## src/scope_settings.svh

```systemverilog
`ifndef SCOPE_SETTINGS_SVH
`define SCOPE_SETTINGS_SVH

// bus widths
`define SCOPE_COORD_W       13
`define SCOPE_SAMPLE_W      16
`define SCOPE_KEY_W         3
`define SCOPE_COLOR_W       24

// left margin, no trace or dashes to its left
`define SCOPE_LABEL_COLS    48

// spectrum midline and lower base line
`define SCOPE_MID_ROW       359
`define SCOPE_BOTTOM_ROW    719

// trace window, also the upper and lower dashed rows
`define SCOPE_TRACE_TOP     411
`define SCOPE_TRACE_BASE    667

// dashed row between the window edges
`define SCOPE_DASH_MID      539

// pacer wraps after this count
`define SCOPE_PACE_LAST     4

// monochrome palette
`define SCOPE_INK           24'h000000
`define SCOPE_PAPER         24'hFFFFFF

`endif
```

## src/scope_pkg.sv

```systemverilog
`default_nettype none

package scope_pkg;

    // screen layout chosen by the key
    typedef enum logic [1:0]
    {
        VIEW_TRACE    = 2'd0,
        VIEW_SPECTRUM = 2'd1,
        VIEW_BLANK    = 2'd2
    } view_t;

    // column pacer phase
    // dashes draw in DASH_A/B, bars in BAR_A/B
    typedef enum logic [2:0]
    {
        PACE_GAP    = 3'd0,
        PACE_DASH_A = 3'd1,
        PACE_DASH_B = 3'd2,
        PACE_BAR_A  = 3'd3,
        PACE_BAR_B  = 3'd4
    } pace_t;

    // per-pixel verdict
    typedef enum logic
    {
        INK_PAPER = 1'b0,
        INK_DARK  = 1'b1
    } ink_t;

endpackage

`default_nettype wire

```

## src/scope_column_pacer.sv

```systemverilog
`timescale 1ns/1ps
`default_nettype none

`include "scope_settings.svh"

module scope_column_pacer
    import scope_pkg::*;
(
    input  wire     pix_clk,
    input  wire     rstn,
    input  logic    i_de,
    output pace_t   o_phase,
    output logic    o_point_done
);

    localparam pace_t PACE_END = pace_t'(`SCOPE_PACE_LAST);

    pace_t  phase_q;
    pace_t  phase_d;

    // last step always wraps, even outside the active area
    always_comb
    begin
        if (phase_q == PACE_END)
            phase_d = PACE_GAP;
        else if (i_de)
            phase_d = pace_t'(phase_q + 3'd1);
        else
            phase_d = phase_q;
    end

    always_ff @(posedge pix_clk or negedge rstn)
    begin
        if (!rstn)
            phase_q <= PACE_GAP;
        else
            phase_q <= phase_d;
    end

    assign o_phase      = phase_q;

    // sample source advances once per five active columns
    assign o_point_done = (phase_q == PACE_END);

    a_phase_range: assert property (@(posedge pix_clk) disable iff (!rstn)
        phase_q <= PACE_BAR_B);

    a_phase_wrap: assert property (@(posedge pix_clk) disable iff (!rstn)
        (phase_q == PACE_BAR_B) |=> (phase_q == PACE_GAP));

endmodule

`default_nettype wire

```

## src/scope_key_sync.sv

```systemverilog
`timescale 1ns/1ps
`default_nettype none

`include "scope_settings.svh"

module scope_key_sync
    import scope_pkg::*;
(
    input  wire                         pix_clk,
    input  wire                         rstn,
    input  logic [`SCOPE_KEY_W-1:0]     i_key,
    output view_t                       o_view
);

    localparam logic [`SCOPE_KEY_W-1:0] KEY_TRACE    = `SCOPE_KEY_W'(0);
    localparam logic [`SCOPE_KEY_W-1:0] KEY_SPECTRUM = `SCOPE_KEY_W'(1);

    logic [`SCOPE_KEY_W-1:0]    key_meta;
    logic [`SCOPE_KEY_W-1:0]    key_sync;

    // key comes from switches, asynchronous to pix_clk
    always_ff @(posedge pix_clk or negedge rstn)
    begin
        if (!rstn)
        begin
            key_meta <= KEY_TRACE;
            key_sync <= KEY_TRACE;
        end
        else
        begin
            key_meta <= i_key;
            key_sync <= key_meta;
        end
    end

    always_comb
    begin
        case (key_sync)
            KEY_TRACE:    o_view = VIEW_TRACE;
            KEY_SPECTRUM: o_view = VIEW_SPECTRUM;
            default:      o_view = VIEW_BLANK;
        endcase
    end

    a_view_legal: assert property (@(posedge pix_clk) disable iff (!rstn)
        o_view inside {VIEW_TRACE, VIEW_SPECTRUM, VIEW_BLANK});

endmodule

`default_nettype wire

```

## src/scope_overlay_top.sv

```systemverilog
`timescale 1ns/1ps
`default_nettype none

`include "scope_settings.svh"

module scope_overlay_top
(
    input  wire                         pix_clk,
    input  wire                         rstn,
    input  logic [`SCOPE_COORD_W-1:0]   i_act_x,
    input  logic [`SCOPE_COORD_W-1:0]   i_act_y,
    input  logic                        i_vs,
    input  logic                        i_hs,
    input  logic                        i_de,
    input  logic [`SCOPE_KEY_W-1:0]     i_key,
    input  logic [`SCOPE_SAMPLE_W-1:0]  i_dram_data,
    output logic                        o_vs,
    output logic                        o_hs,
    output logic                        o_de,
    output logic [7:0]                  o_r,
    output logic [7:0]                  o_g,
    output logic [7:0]                  o_b,
    output logic                        o_point_done
);

    scope_pkg::view_t   view;
    scope_pkg::pace_t   phase;
    scope_pkg::ink_t    ink;

    // view select, two edges behind the key
    scope_key_sync scope_key_sync_inst
    (
        .pix_clk        (pix_clk),
        .rstn           (rstn),
        .i_key          (i_key),
        .o_view         (view)
    );

    scope_column_pacer scope_column_pacer_inst
    (
        .pix_clk        (pix_clk),
        .rstn           (rstn),
        .i_de           (i_de),
        .o_phase        (phase),
        .o_point_done   (o_point_done)
    );

    // same-cycle pixel decision
    scope_plot_rules scope_plot_rules_inst
    (
        .i_view         (view),
        .i_phase        (phase),
        .i_act_x        (i_act_x),
        .i_act_y        (i_act_y),
        .i_dram_data    (i_dram_data),
        .o_ink          (ink)
    );

    scope_pixel_out scope_pixel_out_inst
    (
        .pix_clk        (pix_clk),
        .rstn           (rstn),
        .i_ink          (ink),
        .i_vs           (i_vs),
        .i_hs           (i_hs),
        .i_de           (i_de),
        .o_vs           (o_vs),
        .o_hs           (o_hs),
        .o_de           (o_de),
        .o_r            (o_r),
        .o_g            (o_g),
        .o_b            (o_b)
    );

endmodule

`default_nettype wire

```

## src/scope_pixel_out.sv

```systemverilog
`timescale 1ns/1ps
`default_nettype none

`include "scope_settings.svh"

module scope_pixel_out
    import scope_pkg::*;
(
    input  wire         pix_clk,
    input  wire         rstn,
    input  ink_t        i_ink,
    input  logic        i_vs,
    input  logic        i_hs,
    input  logic        i_de,
    output logic        o_vs,
    output logic        o_hs,
    output logic        o_de,
    output logic [7:0]  o_r,
    output logic [7:0]  o_g,
    output logic [7:0]  o_b
);

    logic [`SCOPE_COLOR_W-1:0]  color_d;
    logic [`SCOPE_COLOR_W-1:0]  color_q;

    assign color_d = (i_ink == INK_DARK) ? `SCOPE_INK : `SCOPE_PAPER;

    // colour and syncs leave on the same edge
    always_ff @(posedge pix_clk or negedge rstn)
    begin
        if (!rstn)
        begin
            color_q <= `SCOPE_PAPER;
            o_vs    <= 1'b0;
            o_hs    <= 1'b0;
            o_de    <= 1'b0;
        end
        else
        begin
            color_q <= color_d;
            o_vs    <= i_vs;
            o_hs    <= i_hs;
            o_de    <= i_de;
        end
    end

    // packed as r, g, b from msb down
    assign {o_r, o_g, o_b} = color_q;

    a_mono_channels: assert property (@(posedge pix_clk) disable iff (!rstn)
        (o_r inside {8'h00, 8'hFF})
        && (o_g inside {8'h00, 8'hFF})
        && (o_b inside {8'h00, 8'hFF}));

endmodule

`default_nettype wire

```

## src/scope_plot_rules.sv

```systemverilog
`timescale 1ns/1ps
`default_nettype none

`include "scope_settings.svh"

module scope_plot_rules
    import scope_pkg::*;
(
    input  view_t                       i_view,
    input  pace_t                       i_phase,
    input  logic [`SCOPE_COORD_W-1:0]   i_act_x,
    input  logic [`SCOPE_COORD_W-1:0]   i_act_y,
    input  logic [`SCOPE_SAMPLE_W-1:0]  i_dram_data,
    output ink_t                        o_ink
);

    // one spare bit so row plus sample never wraps
    localparam int SUM_W = `SCOPE_COORD_W + 1;

    logic [7:0]         trace_val;
    logic [8:0]         freq_val;
    logic [SUM_W-1:0]   trace_sum;
    logic [SUM_W-1:0]   freq_sum;

    logic               right_of_labels;
    logic               dash_phase;
    logic               bar_phase;
    logic               on_mid;
    logic               on_bottom;
    logic               on_dash_row;
    logic               in_trace_win;
    logic               in_lower_half;

    logic               upper_bar;
    logic               lower_bar;
    logic               on_trace;
    logic               on_dash;

    // sample word fields
    assign trace_val = i_dram_data[7:0];
    assign freq_val  = i_dram_data[9:1];

    assign trace_sum = SUM_W'(i_act_y) + SUM_W'(trace_val);
    assign freq_sum  = SUM_W'(i_act_y) + SUM_W'(freq_val);

    // pacer duty
    assign dash_phase = (i_phase == PACE_DASH_A) || (i_phase == PACE_DASH_B);
    assign bar_phase  = (i_phase == PACE_BAR_A)  || (i_phase == PACE_BAR_B);

    // row and column limits
    assign right_of_labels = (i_act_x >= `SCOPE_LABEL_COLS);
    assign on_mid          = (i_act_y == `SCOPE_MID_ROW);
    assign on_bottom       = (i_act_y == `SCOPE_BOTTOM_ROW);
    assign on_dash_row     = (i_act_y == `SCOPE_TRACE_TOP)
                          || (i_act_y == `SCOPE_DASH_MID)
                          || (i_act_y == `SCOPE_TRACE_BASE);
    assign in_trace_win    = (i_act_y >= `SCOPE_TRACE_TOP)
                          && (i_act_y <= `SCOPE_TRACE_BASE);
    assign in_lower_half   = (i_act_y > `SCOPE_MID_ROW)
                          && (i_act_y < `SCOPE_BOTTOM_ROW);

    // bars grow up from the midline and from the bottom row
    assign upper_bar = (i_act_y < `SCOPE_MID_ROW) && bar_phase
                    && (freq_sum > SUM_W'(`SCOPE_MID_ROW + 1));
    assign lower_bar = in_lower_half && bar_phase
                    && (freq_sum > SUM_W'(`SCOPE_BOTTOM_ROW));

    // trace is two rows thick, value 0 sits on the base row
    assign on_trace = right_of_labels && in_trace_win
                   && ((trace_sum == SUM_W'(`SCOPE_TRACE_BASE))
                   ||  (trace_sum == SUM_W'(`SCOPE_TRACE_BASE - 1)));

    assign on_dash = on_dash_row && right_of_labels && dash_phase;

    always_comb
    begin
        o_ink = INK_PAPER;
        case (i_view)
            VIEW_TRACE:
            begin
                if (upper_bar)
                    o_ink = INK_DARK;
                else if (on_mid)
                    o_ink = INK_DARK;
                else if (on_trace)
                    o_ink = INK_DARK;
                else if (on_dash)
                    o_ink = INK_DARK;
            end
            VIEW_SPECTRUM:
            begin
                if (upper_bar)
                    o_ink = INK_DARK;
                else if (on_mid)
                    o_ink = INK_DARK;
                else if (lower_bar)
                    o_ink = INK_DARK;
                else if (on_bottom)
                    o_ink = INK_DARK;
            end
            // blank view and unused codes
            default:
            begin
                o_ink = INK_PAPER;
            end
        endcase
    end

endmodule

`default_nettype wire

```

## config.mk

```make
export PLATFORM = sky130hd
export DESIGN_NAME = scope_overlay_top
export DESIGN_NICKNAME = d
export VERILOG_FILES = /design/src/scope_pkg.sv /design/src/scope_column_pacer.sv /design/src/scope_key_sync.sv /design/src/scope_overlay_top.sv /design/src/scope_pixel_out.sv /design/src/scope_plot_rules.sv
export VERILOG_INCLUDE_DIRS = /design/src
export SDC_FILE = /design/constraint.sdc
export NUM_CORES = 1
export LEC_CHECK = 0
export BUFFER_PORTS_ARGS = -buffer_cell sky130_fd_sc_hd__buf_4
export CORE_MARGIN = 2
export CORE_UTILIZATION = 45
export DETAILED_ROUTE_END_ITERATION = 16
export PLACE_DENSITY = 0.79
export SYNTH_ARGS = -nofsm -noshare
export SYNTH_HDL_FRONTEND = slang
export SYNTH_SLANG_ARGS = --single-unit
```

## constraint.sdc

```tcl
create_clock -name pix_clk -period 2.25 [get_ports pix_clk]
set_input_delay 0.45 -clock pix_clk [delete_from_list [all_inputs] [get_ports pix_clk]]
set_output_delay 0.45 -clock pix_clk [all_outputs]
set_load 0.02 [all_outputs]
```

* Word level (Yosys, flattened, before mapping) *
Index checks and enable logic that the tools add are counted.

storage, ports and cells
  register bits = 36
  input port bits = 50
  output and inout port bits = 28
  word-level logic and storage cells = 62

cells by class
  add/sub/neg operators = 3
  $lt $le $gt $ge = 8
  equal/unequal tests = 13
  multiplexer cells = 13
  reduce and logical (&&, ||, !) cells = 18

operators by type and width
  cell                    number
  $eq A13 B10 Y1 const B  3
  $eq A14 B10 Y1 const B  2
  $eq A13 B9 Y1 const B   2
  $mux W24                1
  $add A13 B8 Y14         1
  $add A13 B9 Y14         1
  $gt A14 B10 Y1 const B  1
  $gt A14 B9 Y1 const B   1
  $ge A13 B6 Y1 const B   1
  $ge A13 B9 Y1 const B   1
  $gt A13 B9 Y1 const B   1
  $le A13 B10 Y1 const B  1
  $lt A13 B10 Y1 const B  1
  $lt A13 B9 Y1 const B   1
  $logic_and A1 B1 Y1     10
  $mux W1                 8
  $eq A3 B1 Y1 const B    2
  $eq A3 B2 Y1 const B    2
  $mux W3                 2
  $logic_or A1 B1 Y1      5
  $pmux W2 S2             1
  $add A3 B1 Y3 const B   1
  $eq A3 B3 Y1 const B    1
  $logic_not A3 Y1        1
  other kinds (4)         4

* Logic depth before layout (Yosys ltp) *
Gate-level depths: netlist of run 1.

  depth after elaboration = 11
  gate-level depth with buffers = 10

* Hierarchy *
A second synthesis of run 1 with hierarchy kept.

unflattened totals
  cells, all modules = 217
  area total of the unflattened synthesis = 1795.5 um2

modules (own cells, without submodules)
  module              times used  cells an instance  area each (um2)
  scope_plot_rules    1           166                1189.9
  scope_pixel_out     1           28                 277.8
  scope_column_pacer  1           15                 163.9
  scope_key_sync      1           8                  163.9

* Worst setup path after synthesis of run 1 *
Ideal clock, no wire load.

  path type = input -> register
  from = input i_act_y[0]
  to = register scope_pixel_out_inst.color_q[22]
  arrival = 2.523 ns
  data required time = 2.167 ns
  slack = -0.356 ns
  stages on the path = 9
  cells stage by stage = ha_1 > fa_1 > a211oi_2 > o21ai_1 > a41oi_1 > nor2_1 > a211oi_1 > a211oi_1 > o32a_1

between the ends
  word-level cells in the longest chain between the ends = 11
  elaborated cells on any way between the ends = 39
  those cells by class = add/sub: 2; order compare: 7; eq/ne: 7; mux: 10; reduce/logical: 13

RTL lines
  element                                                  RTL line                 source
  start: declaration                                       scope_overlay_top.sv:11  input logic [`SCOPE_COORD_W-1:0] i_act_y,
  branches (longest 9 deep; another with $add A13 B9 Y14)  --
  $pmux W1 S2 (*)                                          scope_plot_rules.sv:78   case (i_view)
  $mux W24 (no line) (*)                                   --
  end signal: assignment                                   scope_pixel_out.sv:33    color_q <= `SCOPE_PAPER;
  end signal: assignment                                   scope_pixel_out.sv:40    color_q <= color_d;
  end: declaration                                         scope_pixel_out.sv:24    logic [`SCOPE_COLOR_W-1:0] color_q;

Every way passes the cells marked *.
A chain may end at the register's enable or synchronous reset.

* Final worst setup path of run 1 *
Same ends and word-level chain as after synthesis.

==> results of run 1 <==
==> cell type report <==
type / count / area share
Sequential cell: 13 / 0.116
Timing Repair Buffer: 114 / 0.312
Inverter: 11 / 0.0147
Clock buffer: 4 / 0.0161
Multi-Input combinational cell: 176 / 0.519
Tap cell: 50 / 0.0223
==> flip-flops by register name, indices dropped and copies added, names as in the netlist <==
signal / flops
scope_column_pacer_inst.o_phase: 3
scope_pixel_out_inst.o_vs: 1
scope_pixel_out_inst.o_de: 1
scope_pixel_out_inst.color_q: 1
scope_key_sync_inst.key_meta: 3
scope_key_sync_inst.key_sync: 3
scope_pixel_out_inst.o_hs: 1
==> critical path, stage by stage <==
cell and delay, ns:
buf_8 0.11, ha_4 0.16, fa_2 0.38, a211oi_4 0.30, o21ai_2 0.13, a31o_2 0.24
and4_1 0.22, o21bai_1 0.18, a211oi_2 0.07, o32a_1 0.34
==> cells by family after synthesis <==
family,synth area share
AOI/OAI and AO/OA,0.289
and+or+nand+nor,0.206
buffers and inverters,0.129
adders and majority gates,0.158
DFF,0.170
xor gates and xnor gates,0.0411
muxes,0.00588
==> layer usage <==
layer | vias to the layer above | track usage
met5 | - | 0
met4 | 0 | 0.0283
met3 | 6 | 0.0305
met2 | 88 | 0.391
met1 | 932 | 0.280
li1 | 1023 | -
==> through the flow <==
step	std cells	area, um^2	utilization	TNS (ns)
finish	368	2810	0.691	-0.164
global route	368	2810	0.691	-0.257
CTS	368	2740	0.675	-0.201
detailed placement	364	2660	0.656	-0.596
global placement	364	2660	0.656	-0.424
floorplan	229	1950	-	-0.132
==> power groups by stage <==
stage               sequential, W  combinational (W)  clock (W)
floorplan                0.000301           0.000382          0
global placement         0.000302           0.000617          0
detailed placement       0.000303           0.000635          0
CTS                      0.000299           0.000646   0.000204
global route             0.000307           0.000739   0.000221
finish                   0.000299           0.000672   0.000195
==> final timing paths <==
path                                               startpoint                               end  slack, ns  depth (start not counted)
hold / removal                                           rstn   scope_key_sync_inst.key_meta[1]       0.04                          1
setup reg to reg           scope_column_pacer_inst.o_phase[0]  scope_pixel_out_inst.color_q[22]       0.49                          8
min in group pix_clk                                 i_key[2]   scope_key_sync_inst.key_meta[2]       0.32                          1
setup / recovery                                   i_act_y[0]  scope_pixel_out_inst.color_q[22]      -0.16                         10
hold reg to reg               scope_key_sync_inst.key_meta[0]   scope_key_sync_inst.key_sync[0]       0.34                          0
max in group asynchronous                                rstn  scope_pixel_out_inst.color_q[22]       1.98                          1
==> timing repair <==
item | 4_1_cts | 5_1_grt
endpoints found under the setup margin | 1 | 1
resized for setup | 10 | 9
pin swaps | 1 | 17
==> cells in the final DEF (no fill, tap or decap), types with 4 or more instances in the layout <==
cell type,n
inv_1,9
xor2_1,4
o21ai_0,10
nand3_1,9
dfrtp_1,12
nor2_1,17
xnor2_1,5
a21o_1,5
nor3_1,5
and3_1,4
a21oi_1,7
nand3b_1,4
buf_4,110
nand2_1,11
ha_1,19
a211oi_1,4
==> results_dict.tcl, run 1 <==
set metrics [dict create \
    status "finished with violations" \
    violations "setup timing" \
    power.static_leakage_nw 1.28 \
    rows 23 \
    post-route-drc-count 0 \
    syn_area_um2 1920 \
    cts_tree "built" \
    power_frac_seq 0.257 \
    die-area_um2 4790 \
    synth_top_area_share 0.157 \
    vias_per_cell 5.57 \
    worst_slew_pin_slew_ns 0.452 \
    cp_max_fo 3 \
    synthFlopType "dfrtp_1" \
    clkPwrFrac 0.167 \
    grtUsageTotal 0.217 \
    setup_ws_ns -0.164 \
    die_y_um 69.2 \
    io_buffers 67 \
    regArea_um2 327 \
    cts_setup_buffers 0 \
    synth_warnings 0 \
    ys_ff_latch 13 \
    postCtsHoldBufs 0 \
    synth.distinct_cells 63 \
    antenna_cells 0 \
    synth-edff-count 0 \
    finalPower_w 0.00117 \
    swShare 0.383 \
    multi_input_comb_area_um2 1460 \
    hold_viol_final 0 \
    p_int_w 0.000719 \
    synth_area_per_cell_um2 8.37 \
    first_global_vias 1997 \
    nets 392 \
    place_congestion 0.893 \
    wl_per_cell_um 14.8 \
    ctsHtreeMaxLevel 1 \
    dr.pass1.iters 4 \
    ys_top_cells_by_count "23 x buf_4, 21 x ha_1, 17 x nor2_1" \
    combPwrFrac 0.576 \
    holdWs_ns 0.0423 \
    skew_ns 0.00326 \
    dr_wl_met2_um 2740 \
    grt_max_degree 25 \
    grt_pass1_wl_um 8830 \
    clockBufferDepth 2 \
    wl_met3_um 356 \
    path_class "in -> reg" \
    dp_hpwl_um 4460 \
    cp-end-kind "register" \
    ir_worst_vdd_uv 610 \
    start_util 0.472 \
    cp.required_ns 2.41 \
    cap_viol_max_count 0 \
    n_fill_cell 303 \
    cts_sinks 13 \
    netlist_top_cells_area "dfrtp_1 16%, ha_1 14%, buf_4 9.0%" \
    wl_met1_um 2310 \
    antenna_left 0 \
    crit_arrival_ns 2.57 \
    grt_overflow 0 \
    drt-initial-drc-count 208 \
    fp.dieW_um 69.2 \
    slew_headroom 0.695 \
    place_worst_setup_slack_ns -0.596 \
    synthCells 229 \
    rsz0062_at_grt "yes" \
    root_buffer "clkbuf_8" \
    post-synth-top-area-cell "dfrtp_1" \
    area_growth_pct 46.4 \
    ios 78 \
    slew_violations 0 \
    clk_pin_slew_ns 0.05 \
    yosysSeqAreaShare 0.170 \
    cts_buffers 3 \
    setup_viol 1 \
    antenna_found_initial 0 \
    synth.most_common_cell "buf_4" \
    hold_class "in -> async" \
    vias 2049 \
    highest_layer "met4" \
    async_reset_ff_frac 1.00 \
    finalCritPeriodShare 1.07 \
    drt-total-wl_um 5440 \
    p_per_area_nw_per_um2 415 \
    fmax_ghz 0.414 \
    syn_nets 302 \
    p_sw_w 0.000446 \
    coreArea_um2 4060 \
    start_kind "input pin" \
    insertion_delay_ns 0.23 \
    min_period_ns 2.41 \
    drive_gt1_frac 0.459 \
]
Power figures use the tool's default switching activity.
==> run 2, diff against run 1 <==
REMOVE_ABC_BUFFERS = 1   (was default)
==> run 2 against run 1 <==
Effect of this change:
- sequential power about the same
- critical endpoint unchanged
- the flow still finishes with violations (setup timing)
- largest cell class unchanged
- critical path depth up 1
- worst setup slack worse by 0.12 ns
- clock power increased by 4%
==> results_dict.tcl, run 2 (synthesis gave the netlist of run 1 again) <==
set metrics [dict create \
    antenna_left 0 \
    finalCritPeriodShare 1.13 \
    finalPower_w 0.00121 \
    start_kind "input pin" \
    insertion_delay_ns 0.24 \
    grt_max_degree 25 \
    antenna_found_initial 0 \
    drive_gt1_frac 0.478 \
    r2r_end "scope_pixel_out_inst.color_q[22]" \
    place_congestion 0.940 \
    n_fill_cell 311 \
    dp_hpwl_um 4600 \
    hold_viol_final 0 \
    worst_slew_pin_slew_ns 0.488 \
    multi_input_comb_area_um2 1510 \
    setup_viol 1 \
    critical_path_buf_inv_count 3 \
    vias_per_cell 5.72 \
    start_util 0.472 \
    endpoint "scope_pixel_out_inst.color_q[22]" \
    cts_buffers 3 \
    crit_arrival_ns 2.70 \
    cp_slowest_cell "fa_2" \
    final_cell_mix "116 x buf_4, 19 x ha_1, 17 x nor2_1" \
    rrSetupSlack_ns 0.42 \
    cts_tree "built" \
    ctsHtreeMaxLevel 1 \
    fp.dieW_um 69.2 \
    wl_per_cell_um 16.4 \
    place_inst 366 \
    path_class "in -> reg" \
    clockBufferDepth 2 \
    final_common_cell "buf_4" \
    min_period_ns 2.53 \
    critPathMaxStageDelay_ns 0.39 \
    post-route-drc-count 0 \
    hold_class "in -> async" \
    cts_sinks 13 \
    reg2reg_depth 8 \
    nets 396 \
    drt-total-wl_um 6120 \
    cp.required_ns 2.42 \
    grt_pass1_wl_um 9410 \
    finalNonFillerCells 372 \
    grt_overflow 0 \
    die-area_um2 4790 \
    rsz0062_at_grt "yes" \
    cp_max_fo 3 \
    vias 2127 \
    holdWs_ns 0.0398 \
    die_y_um 69.2 \
    path_depth 11 \
    skew_ns 0.00388 \
    p_per_area_nw_per_um2 421 \
    clk_pin_slew_ns 0.05 \
    grtUsageTotal 0.236 \
    crit_path_frequent_cell "buf_4" \
    cp-end-kind "register" \
    regArea_um2 327 \
    root_buffer "clkbuf_8" \
    rows 23 \
    rr_startpoint "scope_column_pacer_inst.o_phase[0]" \
    power.static_leakage_nw 1.31 \
    slew_headroom 0.671 \
    antenna_cells 0 \
    slew_violations 0 \
    path_cells "buf_4 -> ha_4 -> fa_2 -> a211oi_2 -> buf_4 -> buf_4 -> nor2_1 -> o21a_1 -> o31ai_1 -> a211oi_1 -> o32a_1" \
    setup_ws_ns -0.284 \
    io_buffers 67 \
    violations "setup timing" \
    ir_worst_vdd_uv 351 \
    status "finished with violations" \
    coreArea_um2 4060 \
    area_growth_pct 50.3 \
    dr.pass1.iters 4 \
    cap_viol_max_count 0 \
    startpoint "i_dram_data[1]" \
    ios 78 \
    first_global_vias 2063 \
    fmax_ghz 0.395 \
    drt-initial-drc-count 164 \
    path_delay_family "compound AO/OA/AOI/OAI gates" \
]
[run 2: power breakdown]
group / switching, W / total, W / internal (W)
Clock: 0.0000771 / 0.000202 / 0.000125
Sequential: 0.0000335 / 0.000302 / 0.000268
Combinational: 0.000370 / 0.000708 / 0.000339
[run 2: worst min-delay path by stage]
| stage | from | endpoint | slack, ns |
|---|---|---|---|
| detailed placement | rstn | scope_key_sync_inst.key_meta[0] | 0.30 |
| global placement | rstn | scope_key_sync_inst.key_meta[0] | 0.30 |
| floorplan | rstn | scope_column_pacer_inst.o_phase[0] | 0.15 |
| global route | rstn | scope_pixel_out_inst.o_hs | 0.04 |
| CTS | rstn | scope_key_sync_inst.key_meta[1] | 0.04 |
| finish | rstn | scope_key_sync_inst.key_sync[1] | 0.04 |
[run 2: worst register-to-register path: stages, from the launching register on]
cell and delay [ns]:
dfrtp_1 0.42, inv_1 0.10, ha_1 0.16, and2_1 0.22, a21oi_1 0.10, nor3_1 0.16
o211a_1 0.18, o221ai_1 0.11, o32a_1 0.31
[run 2: routing by layer]
| layer | vias up | track usage | wire (um) |
|---|---|---|---|
| li1 | 1031 | - | - |
| met1 | 999 | 0.302 | 2460 |
| met2 | 83 | 0.419 | 3140 |
| met3 | 14 | 0.0276 | 375 |
| met4 | 0 | 0.0654 | 137 |
| met5 | - | 0 | 0 |
[run 2: cell type report]
cell class,count,area share
well taps,50,0.0217
clock buffers,4,0.0156
repair buffers,118,0.312
multi-input cells,176,0.523
inverters,11,0.0143
flip-flops and latches,13,0.113
[run 2: repair_timing]
| action | CTS | global route |
|---|---|---|
| setup endpoints to repair | 1 | 1 |
| buffers inserted | 0 | 2 |
| hold buffers | 0 | 0 |
| hold endpoints to repair | 0 | 0 |
| pin swaps | 7 | 16 |
| gates resized for setup | 14 | 17 |
[run 2: through the flow]
stage / utilization / setup slack [ns] / area [um^2] / TNS, ns
after global routing: 0.710 / -0.343 / 2880 / -0.343
after floorplan: - / -0.356 / 1710 / -7.21
after global placement: 0.651 / -0.603 / 2640 / -0.603
after detailed placement: 0.651 / -0.853 / 2640 / -0.853
final: 0.710 / -0.284 / 2880 / -0.284
after CTS: 0.676 / -0.280 / 2740 / -0.280
